[config.mk]
export PLATFORM = sky130hd
export DESIGN_NAME = mmu
export DESIGN_NICKNAME = d
export VERILOG_FILES = /design/src/mmu_pkg.sv /design/src/mmu.sv
export SDC_FILE = /design/constraint.sdc
export NUM_CORES = 1
export LEC_CHECK = 0
export ABC_AREA = 1
export ABC_CLOCK_PERIOD_IN_PS = 800
export BUFFER_PORTS_ARGS = -buffer_cell sky130_fd_sc_hd__buf_2
export CORE_AREA = 5 5 110 112
export DETAILED_ROUTE_END_ITERATION = 12
export DIE_AREA = 0 0 115 117
export MAX_ROUTING_LAYER = met4
export PLACE_DENSITY = 0.56
export SLEW_MARGIN = 20
export SYNTH_ARGS = -nofsm -noshare
export SYNTH_HDL_FRONTEND = slang
export SYNTH_SLANG_ARGS = --single-unit
export TNS_END_PERCENT = 20
[constraint.sdc]
create_clock -name vclk -period 0.8
set_input_delay 0.08 -clock vclk [all_inputs]
set_output_delay 0.08 -clock vclk [all_outputs]
set_load 0.05 [all_outputs]
[src/mmu_pkg.sv]
package mmu_pkg;

    // address and data paths
    typedef logic [31:0] addr_t;      // virtual or physical
    typedef logic [31:0] word_t;
    typedef logic [3:0]  byte_en_t;   // all zero on a read
    typedef logic [1:0]  axi_size_t;

    // access sizes as seen on the bus
    localparam axi_size_t SIZE_BYTE = 2'd0;
    localparam axi_size_t SIZE_HALF = 2'd1;
    localparam axi_size_t SIZE_WORD = 2'd2;

    // tlb entry fields, 4 KB pages
    typedef logic [18:0] vpn2_t;      // even/odd page pair
    typedef logic [19:0] pfn_t;
    typedef logic [7:0]  asid_t;

    // cache attribute, same encoding as Config.K0 and the EntryLo C field
    typedef logic [2:0] cattr_t;

    localparam cattr_t CATTR_UNCACHED = 3'd2;
    localparam cattr_t CATTR_CACHED   = 3'd3;

    // top three bits of a virtual address
    typedef logic [2:0] seg_t;

    localparam seg_t SEG_KSEG0 = 3'b100;  // unmapped
    localparam seg_t SEG_KSEG1 = 3'b101;  // unmapped, never cached
    // anything else goes through the tlb

    // ram wait counter for uncached accesses
    typedef enum logic [1:0] {
        WS_IDLE,
        WS_WAIT1,
        WS_WAIT2
    } wait_state_t;

endpackage

[src/mmu.sv]
`timescale 1ns/10ps

module mmu import mmu_pkg::*; (
    input  logic      en,
    input  byte_en_t  wen,
    input  addr_t     vaddr,
    input  word_t     wdata,
    output word_t     rdata,
    input  axi_size_t size,

    input  logic      exc_flag,
    input  logic      erl,
    input  cattr_t    k0,
    input  cattr_t    k23,
    input  cattr_t    ku,

    output logic      bus_en,
    output byte_en_t  bus_wen,
    output addr_t     bus_paddr,
    output word_t     bus_wdata,
    input  word_t     bus_rdata,
    output axi_size_t bus_size,
    input  logic      bus_streq,
    output logic      bus_cached,

    output logic      tlb_en,
    output addr_t     tlb_vaddr,
    output logic      tlb_refs,
    input  logic      tlb_rdy,
    input  addr_t     tlb_paddr,
    input  logic      tlb_cat,
    input  logic      tlb_tlbr,
    input  logic      tlb_tlbi,
    input  logic      tlb_tlbm,

    output logic      exc_tlbr,
    output logic      exc_tlbi,
    output logic      exc_tlbm,
    output logic      stallreq
);

    seg_t   seg;
    logic   mapped;      // translation needed
    logic   tlb_exc;
    logic   tlb_streq;   // waiting on the registered lookup
    cattr_t seg_cat;     // attribute of the unmapped window

    assign seg    = seg_t'(vaddr[31:29]);
    assign mapped = !(seg == SEG_KSEG0 || seg == SEG_KSEG1) && !erl;

    always_comb begin
        case (seg)
            SEG_KSEG0: seg_cat = k0;
            SEG_KSEG1: seg_cat = CATTR_UNCACHED;
            default:   seg_cat = seg[2] ? k23 : ku;  // kseg2/3 or kuseg
        endcase
    end

    // tlb side, only touched for mapped segments
    assign tlb_en    = en && mapped;
    assign tlb_vaddr = tlb_en ? vaddr : '0;
    assign tlb_refs  = tlb_en && (wen != '0);  // store, for the dirty check
    assign tlb_exc   = tlb_tlbr || tlb_tlbi || tlb_tlbm;
    assign tlb_streq = tlb_en && !tlb_rdy;

    assign exc_tlbr = tlb_en && tlb_tlbr;
    assign exc_tlbi = tlb_en && tlb_tlbi;
    assign exc_tlbm = tlb_en && tlb_tlbm;

    // bus side
    always_comb begin
        if (mapped) begin
            bus_en     = en && !exc_flag && tlb_rdy && !tlb_exc;
            bus_paddr  = tlb_paddr;
            bus_cached = tlb_cat;
        end else begin
            // kseg0/kseg1 window, or the ERL bypass of a mapped segment
            bus_en     = en && !exc_flag;
            bus_paddr  = {3'b000, vaddr[28:0]};
            bus_cached = (seg_cat == CATTR_CACHED) && !erl;  // ERL forces uncached
        end
    end

    assign bus_wen   = en ? wen : '0;
    assign bus_wdata = wdata;
    assign bus_size  = size;
    assign rdata     = en ? bus_rdata : '0;

    assign stallreq = bus_streq || tlb_streq;

    // the core sees one exception cause at most
    always_comb begin
        assert final ($onehot0({exc_tlbr, exc_tlbi, exc_tlbm}))
            else $error("mmu: more than one tlb exception at once");
    end

endmodule

Word level (Yosys, flattened, before mapping)
Cells that the tools add are included.
Cells by class
  shift operators: 0
  $add $sub $neg: 0
  multipliers: 0
  equality and inequality tests: 3
  div/mod/pow operators: 0
  reduce and logical (&&, ||, !) cells: 21
  bitwise gates (word level): 0
  order comparisons: 0
  multiplexer cells: 8
Operators by type and width (count)
  $mux 32: 3
  $logic_and 1x1->1: 11
  $eq 3x3->1 const B: 2
  $pmux 3 s2: 1
  $logic_not 1->1: 5
  $logic_or 1x1->1: 4
  $mux 4: 1
  $reduce_bool 4->1: 1
  $eq 3x2->1 const B: 1
  $mux 3: 1
  $mux 1: 2
Storage, ports and cells
  memory bits (writable): 0
  bits in read-only memories: 0
  output and inout bits: 142
  register bits: 0
  memories kept: 0
  latch bits: 0
  input bits: 152

Depth between registers and ports, before layout
  depth in word-level cells: 7
  mapped depth: 6
  mapped depth without buffers: 6

Worst setup path before layout
No wires, ideal clock.
  kind: input to output
  from: in vaddr[30]
  to: out tlb_vaddr[31]
  arrival: 1454 ps
  path slack: -734 ps
  stages: 6
  cells stage by stage: inv_1 > nand2_1 > nand2_2 > nor2_1 > nand2_1 > inv_1
Between the ends
  word-level cells in the longest chain between the ends: 6
  elaborated cells on any way between the ends: 7
  those cells by class: eq/ne: 2; mux: 1; reduce/logical: 4
RTL lines
  start: declaration: RTL line mmu.sv:6  | input addr_t vaddr,
  $eq 3x3->1: RTL line mmu.sv:49  | assign mapped = !(seg == SEG_KSEG0 || seg == SEG_KSEG1) && !erl;
  $logic_or 1x1->1 (*): RTL line mmu.sv:49
  $logic_not 1->1 (*): RTL line mmu.sv:49
  $logic_and 1x1->1 (*): RTL line mmu.sv:49
  $logic_and 1x1->1 (*): RTL line mmu.sv:60  | assign tlb_en = en && mapped;
  via tlb_en: RTL line mmu.sv:26  | output logic tlb_en,
  $mux 32 (*): RTL line mmu.sv:61  | assign tlb_vaddr = tlb_en ? vaddr : '0;
  end: declaration: RTL line mmu.sv:27  | output addr_t tlb_vaddr,
Mark *: on every way through the listed nets, which the timed path passes. The rest lies on a longest branch.

Worst setup path in the final report
  from: in vaddr[30]
  to: out exc_tlbr
Between the ends
  word-level cells in the longest chain between the ends: 6
  elaborated cells on any way between the ends: 7
  those cells by class: eq/ne: 2; reduce/logical: 5
RTL lines
  $eq 3x3->1: RTL line mmu.sv:49
  $logic_or 1x1->1 (*): RTL line mmu.sv:49
  $logic_not 1->1 (*): RTL line mmu.sv:49
  $logic_and 1x1->1 (*): RTL line mmu.sv:49
  $logic_and 1x1->1 (*): RTL line mmu.sv:60
  $logic_and 1x1->1 (*): RTL line mmu.sv:66  | assign exc_tlbr = tlb_en && tlb_tlbr;
  end: declaration: RTL line mmu.sv:36  | output logic exc_tlbr,
Every way passes the cells marked *; elsewhere a longest branch is shown, timed or not.

==> metrics.yaml <==
status:
  status: "finished, violations left"
  violations: "setup timing"
power:
  leakagePower_nw: 2.33
  max-vdd-ir-drop_mv: 0.429
  powerDensity_nw_per_um2: 827
  power_mw: 3.20
sta:
  grt_setup_unrepaired: "yes"
  finalCriticalPeriod_ps: 1110
  final_hold_viol_count: 0
  drv_slew: 0
  setup_ws_ps: -305
  tightest_slew_ps: 259
  relSlewSlack_pct: 82.8
  fin_crit_sh_pct: 138
  fmaxAchievable_mhz: 905
  tns_ps: -17050
  final-setup-viol-count: 80
worst_setup_path:
  cp.required_ps: 720
  crit_path_end_kind: "output port"
  start_kind: "primary input"
  crit_arrival_ps: 1030
  path_class: "in2out"
  critPathMaxFanout: 16
floorplan:
  fp.dieH_um: 117
  rows: 39
  ioPinCount: 294
  start_util_pct: 12.2
  core-area_um2: 11100
  die-width_um: 115
  dieArea_um2: 13500
synth:
  syn_inst: 309
  yosys.area.top_type_share_pct: 36.1
  synth_seq_area_share_pct: 0
  ys_types: 13
  synth_warnings: 0
  syn_area_um2: 1360
  synth_common_cells: "131 x nand2_1, 79 x inv_1, 45 x nor2_1"
  yosys.area.top_type: "nand2_1"
  synthTopCellsByArea: "nand2_1 36%, inv_1 22%, buf_4 20%"
  synth.avg_cell_area_um2: 4.41
  syn-num-nets: 461
  yosysMostFrequentCell: "nand2_1"
routing:
  remaining_drc_errors: 0
  wire_per_inst_um: 13.1
  avgViaCountPerCell: 3.73
  vias: 2446
  initialDrtViolationCount: 47
  ant_nets: 0
  drt-total-wl_um: 8600
  first_pass_iters: 4
finish:
  clkbuf_count: 0
  drive_gt1_share_pct: 68.2
  seq_cells: 0
  seq_area_um2: 0
  area_growth_pct: 184
  design_area_um2: 3860
  n_antenna_cell: 0
  final_nets: 667
flow_run:
  drv_cap: 0
hold_path:
  hp-class: "in2out"
  hold_end: "bus_size[1]"
  hold_depth: 0
  min_from: "size[1]"
place:
  portBuffers: 220
  gp_congestion: 0.730
  dpl_cell_area_um2: 2900
  post-place-ws_ps: -425
  hpwl_um: 6600
global_routing:
  grt_pass1_wl_um: 12300
  grt_overflow: 0
  grt_pass1_vias: 2438
  antenna_found_initial: 0
  grt_max_degree: 17
  grt_usage_pct: 11.8
clock_network:
  holdBufCountCts: 0
[final cells by class]
type / instances / area [um^2]
multi-input cells: 183 / 1150
inverters: 79 / 308
fillers: 1156 / 7260
well taps: 143 / 179
repair buffers: 251 / 2230
[worst max path at each step]
| stage | start | endpoint | slack (ps) | cells past startpoint |
|---|---|---|---|---|
| after CTS | vaddr[31] | bus_paddr[24] | -290 | 7 |
| after global placement | vaddr[30] | bus_paddr[13] | -410 | 8 |
| after detailed placement | vaddr[30] | bus_paddr[7] | -430 | 8 |
| after global routing | vaddr[30] | exc_tlbi | -370 | 7 |
| final | vaddr[30] | exc_tlbr | -310 | 7 |
| after floorplan | vaddr[30] | tlb_vaddr[31] | -240 | 6 |
[worst max-delay path: stages]
cell and delay (ps):
buf_8 80, inv_6 40, a21oi_4 220, nand2_4 100
buf_12 190, nor2_2 130, buf_6 170
[cells by family (layout without fill, tap and decap cells)]
kind of cell	count (synthesis)	after routing	synth area share, %
buffers and inverters	126	330	47.2
AO/OA/AOI/OAI	2	2	1.56
AND/OR/NAND/NOR	181	181	51.2
[stage by stage]
step | hold WS (ps) | instances | util (%)
floorplan | 314 | 309 | -
global placement | 160 | 648 | 26.0
detailed placement | 160 | 648 | 26.0
CTS | 160 | 657 | 34.2
global route | 160 | 656 | 34.7
finish | 160 | 656 | 34.7
[timing repair]
item	CTS	global route
endpoints found under the setup margin	104	98
cloned	3	0
setup buffers	6	0
hold endpoints to repair	0	0
pin swaps	7	3
gates resized for setup	241	36
[layout by cell type, fill, tap and decap left out]
cell type   count
buf_6          61
nand2_2        36
buf_16          2
buf_8          33
inv_6           1
nor2_2          5
or2_2           1
nand4_1         1
clkbuf_4        3
nand2_1        90
buf_4          30
clkinvlp_4      1
nand2_4         6
buf_2         113
buf_12          9
nand2_8         1
a21oi_4         2
inv_4           1
inv_1          66
nand3b_1        1
nor2_4         35
nor2_1          5
inv_2          10
[metal layers]
metal	vias to the layer above	track usage, %	part of all wire, %
li1	1219	-	-
met1	1061	12.8	35
met2	158	23.2	55
met3	8	2.37	9.7
met4	0	0.548	0.47
met5	-	-	0
[where the power goes]
| part | internal [mW] | switching (mW) | total [mW] |
|---|---|---|---|
| Combinational | 1.23 | 1.96 | 3.20 |
| Sequential | 0 | 0 | 0 |
| Clock | 0 | 0 | 0 |
| Total | 1.23 | 1.96 | 3.20 |
Power figures use the tool's default switching activity.
