<file path="src/mmu_pkg.sv">
package mmu_pkg;

    // address and data paths
    typedef logic [31:0] addr_t;      // virtual or physical
    typedef logic [31:0] word_t;
    typedef logic [3:0]  byte_en_t;   // all zero on a read
    typedef logic [1:0]  axi_size_t;

    // access sizes as seen on the bus
    localparam axi_size_t SIZE_BYTE = 2'd0;
    localparam axi_size_t SIZE_HALF = 2'd1;
    localparam axi_size_t SIZE_WORD = 2'd2;

    // tlb entry fields, 4 KB pages
    typedef logic [18:0] vpn2_t;      // even/odd page pair
    typedef logic [19:0] pfn_t;
    typedef logic [7:0]  asid_t;

    // cache attribute, same encoding as Config.K0 and the EntryLo C field
    typedef logic [2:0] cattr_t;

    localparam cattr_t CATTR_UNCACHED = 3'd2;
    localparam cattr_t CATTR_CACHED   = 3'd3;

    // top three bits of a virtual address
    typedef logic [2:0] seg_t;

    localparam seg_t SEG_KSEG0 = 3'b100;  // unmapped
    localparam seg_t SEG_KSEG1 = 3'b101;  // unmapped, never cached
    // anything else goes through the tlb

    // ram wait counter for uncached accesses
    typedef enum logic [1:0] {
        WS_IDLE,
        WS_WAIT1,
        WS_WAIT2
    } wait_state_t;

endpackage

</file>
<file path="src/tlb.sv">
`timescale 1ns/10ps

module tlb import mmu_pkg::*; #(
    parameter  int TLB_ENTRIES = 8,
    localparam int IDX_W       = $clog2(TLB_ENTRIES)
) (
    input  logic             clk,
    input  logic             arst_n,

    // lookup
    input  logic             tlb_en,
    input  addr_t            tlb_vaddr,
    input  logic             tlb_refs,
    input  asid_t            asid,

    // indexed write
    input  logic             tlb_we,
    input  logic [IDX_W-1:0] tlb_index,
    input  vpn2_t            tlb_vpn2,
    input  asid_t            tlb_asid,
    input  logic             tlb_g,
    input  pfn_t             tlb_pfn0,
    input  pfn_t             tlb_pfn1,
    input  cattr_t           tlb_c0,
    input  cattr_t           tlb_c1,
    input  logic             tlb_d0,
    input  logic             tlb_d1,
    input  logic             tlb_v0,
    input  logic             tlb_v1,

    // result, one cycle after the request
    output logic             tlb_rdy,
    output addr_t            tlb_paddr,
    output logic             tlb_cat,
    output logic             tlb_tlbr,
    output logic             tlb_tlbi,
    output logic             tlb_tlbm
);

    // entry storage
    vpn2_t  ent_vpn2 [TLB_ENTRIES];
    asid_t  ent_asid [TLB_ENTRIES];
    logic   ent_g    [TLB_ENTRIES];
    pfn_t   ent_pfn0 [TLB_ENTRIES];
    pfn_t   ent_pfn1 [TLB_ENTRIES];
    cattr_t ent_c0   [TLB_ENTRIES];
    cattr_t ent_c1   [TLB_ENTRIES];
    logic   ent_d0   [TLB_ENTRIES];
    logic   ent_d1   [TLB_ENTRIES];

    logic [TLB_ENTRIES-1:0] ent_v0;
    logic [TLB_ENTRIES-1:0] ent_v1;
    logic [TLB_ENTRIES-1:0] ent_used;  // written since reset

    // parallel compare
    logic [TLB_ENTRIES-1:0] hit_vec;
    logic                   hit;
    pfn_t                   sel_pfn;
    cattr_t                 sel_c;
    logic                   sel_d;
    logic                   sel_v;

    // registered lookup
    logic        look_q;
    logic        hit_q;
    pfn_t        pfn_q;
    cattr_t      c_q;
    logic        d_q;
    logic        v_q;
    logic [19:0] vpn_q;  // vaddr[31:12] of the registered lookup

    always_ff @(posedge clk) begin
        if (tlb_we) begin
            ent_vpn2[tlb_index] <= tlb_vpn2;
            ent_asid[tlb_index] <= tlb_asid;
            ent_g[tlb_index]    <= tlb_g;
            ent_pfn0[tlb_index] <= tlb_pfn0;
            ent_pfn1[tlb_index] <= tlb_pfn1;
            ent_c0[tlb_index]   <= tlb_c0;
            ent_c1[tlb_index]   <= tlb_c1;
            ent_d0[tlb_index]   <= tlb_d0;
            ent_d1[tlb_index]   <= tlb_d1;
        end
    end

    always_ff @(posedge clk or negedge arst_n) begin
        if (!arst_n) begin
            ent_v0   <= '0;
            ent_v1   <= '0;
            ent_used <= '0;
        end else if (tlb_we) begin
            ent_v0[tlb_index]   <= tlb_v0;
            ent_v1[tlb_index]   <= tlb_v1;
            ent_used[tlb_index] <= 1'b1;
        end
    end

    always_comb begin
        for (int i = 0; i < TLB_ENTRIES; i++) begin
            hit_vec[i] = ent_used[i]
                      && (ent_vpn2[i] == tlb_vaddr[31:13])
                      && (ent_g[i] || ent_asid[i] == asid);
        end
    end

    // pick the hit entry, bit 12 chooses even or odd page
    always_comb begin
        hit     = 1'b0;
        sel_pfn = '0;
        sel_c   = '0;
        sel_d   = 1'b0;
        sel_v   = 1'b0;
        for (int i = 0; i < TLB_ENTRIES; i++) begin
            if (hit_vec[i]) begin
                hit = 1'b1;
                if (tlb_vaddr[12]) begin
                    sel_pfn = ent_pfn1[i];
                    sel_c   = ent_c1[i];
                    sel_d   = ent_d1[i];
                    sel_v   = ent_v1[i];
                end else begin
                    sel_pfn = ent_pfn0[i];
                    sel_c   = ent_c0[i];
                    sel_d   = ent_d0[i];
                    sel_v   = ent_v0[i];
                end
            end
        end
    end

    // a write in the same cycle makes the stored result stale, so look again
    always_ff @(posedge clk or negedge arst_n) begin
        if (!arst_n) begin
            look_q <= 1'b0;
        end else begin
            look_q <= tlb_en && !tlb_we;
        end
    end

    always_ff @(posedge clk) begin
        if (tlb_en) begin
            hit_q <= hit;
            pfn_q <= sel_pfn;
            c_q   <= sel_c;
            d_q   <= sel_d;
            v_q   <= sel_v;
            vpn_q <= tlb_vaddr[31:12];
        end
    end

    assign tlb_rdy   = look_q && tlb_en && (tlb_vaddr[31:12] == vpn_q);
    assign tlb_paddr = {pfn_q, tlb_vaddr[11:0]};
    assign tlb_cat   = (c_q == CATTR_CACHED);

    assign tlb_tlbr = tlb_rdy && !hit_q;                          // refill
    assign tlb_tlbi = tlb_rdy && hit_q && !v_q;                   // invalid page
    assign tlb_tlbm = tlb_rdy && hit_q && v_q && !d_q && tlb_refs; // store to clean page

    // duplicates would come from the write port, lookups must see one hit at most
    a_single_hit: assert property (
        @(posedge clk) disable iff (!arst_n) tlb_en |-> $onehot0(hit_vec)
    ) else $error("tlb: multiple entries match vaddr %h", tlb_vaddr);

endmodule

</file>
<file path="config.mk">
export PLATFORM = sky130hd
export DESIGN_NAME = tlb
export DESIGN_NICKNAME = d
export VERILOG_FILES = /design/src/mmu_pkg.sv /design/src/tlb.sv
export SDC_FILE = /design/constraint.sdc
export NUM_CORES = 1
export LEC_CHECK = 0
export BUFFER_PORTS_ARGS = -buffer_cell sky130_fd_sc_hd__buf_2
export CAP_MARGIN = 20
export CORE_MARGIN = 3
export CORE_UTILIZATION = 45
export DETAILED_ROUTE_END_ITERATION = 10
export PLACE_DENSITY = 0.66
export SLEW_MARGIN = 20
export SYNTH_ARGS = -nofsm -noshare
export SYNTH_HDL_FRONTEND = slang
export SYNTH_SLANG_ARGS = --single-unit
</file>
<file path="constraint.sdc">
create_clock -name clk -period 3.5 [get_ports clk]
set_input_delay 0.525 -clock clk [delete_from_list [all_inputs] [get_ports clk]]
set_output_delay 0.525 -clock clk [all_outputs]
set_load 0.02 [all_outputs]
</file>
Yosys cells after proc, flatten, opt, wreduce, memory -nomap -nowiden
Memory sizes are Yosys's and may differ from the RTL's.
Cells that the tools add are included.

storage, ports and cells
  memories = 9
  bits of input ports = 126
  bits in registers = 71
  bits in writable memories = 608

operators by class
  equality and inequality tests = 18
  bitwise gates (word level) = 1
  muxes and demuxes = 71
  magnitude comparators = 2
  reductions and logical operators = 39

memories
  memory           depth  bits a word  rd ports  clocked after memory_dff  wr ports  line       text
  ent_pfn0         8      20           8         0                         1         tlb.sv:44  pfn_t ent_pfn0 [TLB_ENTRIES];
  ent_pfn1         8      20           8         0                         1         tlb.sv:45  pfn_t ent_pfn1 [TLB_ENTRIES];
  ent_vpn2         8      19           8         0                         1         tlb.sv:41  vpn2_t ent_vpn2 [TLB_ENTRIES];
  ent_asid         8      8            8         0                         1         tlb.sv:42  asid_t ent_asid [TLB_ENTRIES];
  ent_c0           8      3            8         0                         1         tlb.sv:46  cattr_t ent_c0 [TLB_ENTRIES];
  ent_c1           8      3            8         0                         1         tlb.sv:47  cattr_t ent_c1 [TLB_ENTRIES];
  3 more memories  --     --           --        --                        --        --

operator list
  cell                                                                           number
  20-bit two-way mux                                                             16
  19-bit == test                                                                 8
  8-bit == test                                                                  8
  3-bit two-way mux                                                              16
  1-bit two-way mux                                                              36
  1-bit logical AND                                                              26
  20-bit == test                                                                 1
  8-bit bitwise mux                                                              2
  1-bit logical OR                                                               8
  8-bit bitwise OR                                                               1
  7-bit OR reduction                                                             1
  1-bit logical NOT                                                              4
  3-bit by 4-bit less-than comparator with 1-bit output (second input constant)  1
  1-bit demux with 3-bit select                                                  1
  3-bit by 2-bit == test with 1-bit output (second input constant)               1
  3-bit by 1-bit >= comparator with 1-bit output (second input constant)         1

Longest topological paths before layout
  depth after elaboration = 11
  gate-level depth with buffers = 11
  mapped depth without buffers = 8

Least setup slack after synthesis
OpenSTA, ideal clock, no wires.

  path kind = input -> register
  start = in tlb_index[1]
  end = reg ent_v0[1]
  cell stages on the path = 3
  arrival time = 7.254 ns
  slack = -3.847 ns
  buffers on the path = 0
  setup time = 0.094 ns
  cells stage by stage = nand2b_1 > nor3b_1 > mux2_2

between the ends
  longest elaborated chain between the ends = 5

ends and longest elaborated chain
  what                                                                                                                                           line       text
  start, declared                                                                                                                                tlb.sv:18  input logic [IDX_W-1:0] tlb_index,
  3-bit by 4-bit less-than comparator with 1-bit output (implied by the code) or 3-bit by 1-bit >= comparator with 1-bit output (tied branches)  tlb.sv:92  ent_v0[tlb_index] <= tlb_v0;
  1-bit logical AND (implied by the code)                                                                                                        tlb.sv:92
  1-bit two-way mux (implied by the code)                                                                                                        tlb.sv:92
  1-bit demux with 3-bit select *                                                                                                                tlb.sv:92
  8-bit bitwise mux *                                                                                                                            tlb.sv:92
  end signal, assigned by index                                                                                                                  tlb.sv:92
  end, declared                                                                                                                                  tlb.sv:51  logic [TLB_ENTRIES-1:0] ent_v0;

Mark *: on every way between the ends. The rest lies on a longest branch, timed or not.
A chain may end at the register's enable or synchronous reset.

==> results.toml <==
[outcome]
status = "complete, no violations"

[run]
cap_viol_max_count = 0

[finish]
layout-drive-gt1-share_pct = 18.6
num-nets-final = 2042
final.fill_count = 4885
regArea_mm2 = 0.0203
area_growth_pct = 14.8
multi_input_area_mm2 = 0.00680
instances_no_fill = 2751

[floorplanning]
die_h_um = 254
dieArea_mm2 = 0.0645
die_w_um = 254
initial_core_util_pct = 45.7
std_cell_rows = 90
core-area_mm2 = 0.0606
ios = 163

[grt]
grtUsageMet3_pct = 4.83
top_usage_layer = "met2"
grt_pass1_vias = 15386
grt_overflow = 0
antenna_found_initial = 19
grt_pass1_wl_mm = 97.1
use_met2_pct = 32.2
met1_usage_pct = 27.4
grt.total_usage_pct = 20.4
grt_max_degree = 80

[sta]
finalMaxSlewViolations = 0
slew_headroom_pct = 39.0
worst_slack_ns = 0.369
hold_slack_ns = 0.182
period_share_pct = 89.5
fin_crit_ns = 3.13
finalSetupTns_ns = 0
rsz0062_at_grt = "no"
final_hold_viol_count = 0
clock_skew_ns = 0.0255
worst_pin_slew_ns = 0.912
timing.fmax_mhz = 319
finalSetupViolations = 0

[yosys]
avgSynthCellArea_um2 = 16.0
ys_seq_area_share_pct = 73.2
synth_commonest_cells = "edfxtp_1 (654), xor2_1 (140), mux2i_1 (125)"
netlist.area_leader.share_pct = 71.0
synth_area_mm2 = 0.0277
synth.net_count = 1854
postSynthCellCount = 1728
synth_most_common_cell = "edfxtp_1"
synth_cell_types = 42
synth_edf_count = 654
async_reset_ff_share_pct = 3.68
synth.yosys.warnings = 0
ys_seq_elements = 679
synth_ff_type = "edfxtp_1"
synth_area_leaders = "edfxtp_1 (71%), mux2i_1 (4.5%), xor2_1 (4.4%)"
synth_top_cell_by_area = "edfxtp_1"

[setup_path]
critPathMaxStageDelay_ns = 0.79
critPathBufInv = 3
path_max_fanout = 49
required_ns = 3.92
critPathCaptureType = "flip-flop"
cp-startpoint = "ent_vpn2[2][5]"
cp_data_arrival_time_ns = 3.55
critPathTopFamily = "simple AND/OR/NAND/NOR gates"
r2r_start = "ent_vpn2[2][5]"
path_cells = "xor2_1 > nor4_1 > buf_4 > nand3_1 > or4_2 > buf_12 > inv_1 > a221oi_1 > mux2_2 > a211oi_1"
slowest_stage = "or4_2"
reg2reg_slack_ns = 0.37
path_class = "reg2reg"
crit_path_start_kind = "flip-flop"

[detailed_routing]
ant_nets = 0
drt_pre_antenna_iters = 5
drc = 0
wl_mm = 65.8
wire_per_inst_um = 23.9
drt_iter0_markers = 1276
viasPerCell = 5.59
route.vias.total = 15373

[placed_design]
pre_cts_slack_ns = 0.0705
dp_cells = 2625
portBuffers = 138
globalplace.congestion = 0.832
place_hpwl_mm = 41.3

[cts]
clk_latency_ns = 0.59
ctsHoldBuffers = 1
cts_tree = "done"
cts_resized = 0
path_clk_slew_ns = 0.06
htree_levels = 3
cts_root_buf = "clkbuf_16"
cts_max_path_buffers = 3
cts_setup_buffers = 0
cts_buffers = 70
cts_sinks = 679

[power_and_ir_drop]
power_leakage_nw = 10.8
power.total_mw = 17.2
power_per_cell_area_mw_per_mm2 = 543
irDropWorstVdd_mv = 0.311

[hold_path]
min_from = "tlb_we"
holdCritPathClass = "in2reg"
-- state kept, by name (all words and copies together) (netlist names), 3 cells and up --
register  flops
ent_asid     64
ent_used      8
vpn_q        20
ent_c0       24
ent_g         8
c_q           3
ent_pfn1    160
ent_v0        8
ent_d0        8
ent_pfn0    160
pfn_q        20
ent_d1        8
ent_vpn2    152
ent_c1       24
ent_v1        8
-- metal layers --
metal / part of all wire (%) / wire, um / vias to the layer above
met3: 7.3 / 4790 / 146
met1: 43 / 28100 / 7747
li1: - / - / 6919
met4: 3.0 / 1960 / 22
met2: 47 / 30900 / 539
met5: 0.21 / 138 / -
-- path summary, 6_finish.rpt --
check | end | cells after the start
setup / recovery | pfn_q[17] | 10
hold / removal | look_q | 2
setup reg to reg | pfn_q[17] | 10
hold reg to reg | ent_used[3] | 1
max in group asynchronous | ent_v1[1] | 2
min in group asynchronous | ent_used[2] | 2
-- worst register-to-register path: stages, from the launching register on --
cell      delay, ns
edfxtp_1       0.37
xor2_1         0.18
nor4_1         0.33
buf_4          0.18
nand3_1        0.10
or4_2          0.79
buf_12         0.26
inv_1          0.15
a221oi_1       0.10
mux2_2         0.27
a211oi_1       0.24
-- stage by stage --
stage          util, %  area (um^2)
2_1_floorplan        -        27700
3_3_place_gp      48.9        29600
3_5_place_dp      48.9        29600
4_1_cts           52.4        31700
5_1_grt           52.4        31800
6_report          52.4        31800
-- cells in the final DEF (no fill, tap or decap), types with 23 or more instances in the layout --
cell type and count:
a211oi_1 23, a221oi_1 26, buf_2 136, buf_4 65
clkbuf_16 71, dfrtp_1 25, edfxtp_1 654, mux2_2 33
mux2i_1 125, nand2_1 77, nand2b_1 30, nand3_1 31
nand3b_1 23, nand4_1 28, nor2_1 80, nor4_1 61
o21ai_0 68, o21ai_1 27, o22ai_1 23, xnor2_1 96
xor2_1 140
-- cell type report --
type | count | share of cell area, %
clock inverters | 25 | 0.717
repair buffers | 222 | 4.95
clock buffers | 92 | 5.90
diodes | 8 | 0.0630
inverters | 5 | 0.0906
multi-input cells | 938 | 21.4
flip-flops and latches | 679 | 63.8
well taps | 782 | 3.08
-- power breakdown --
group / switching, mW / leakage, nW / total (mW) / internal (mW)
Combinational: 0.591 / 3.49 / 0.933 / 0.342
Sequential: 0.103 / 6.27 / 9.34 / 9.23
Clock: 2.92 / 1.02 / 6.97 / 4.05
Total: 3.61 / 10.8 / 17.2 / 13.6
-- cell families after synthesis --
group,after synthesis,synth area share [%]
flip-flops,679,73.2
AND/OR/NAND/NOR,361,6.85
AO/OA/AOI/OAI,182,4.11
buffers and inverters,111,2.37
multiplexers,159,5.95
XOR/XNOR,236,7.47
Note: power is estimated with default switching activity, not from simulation.
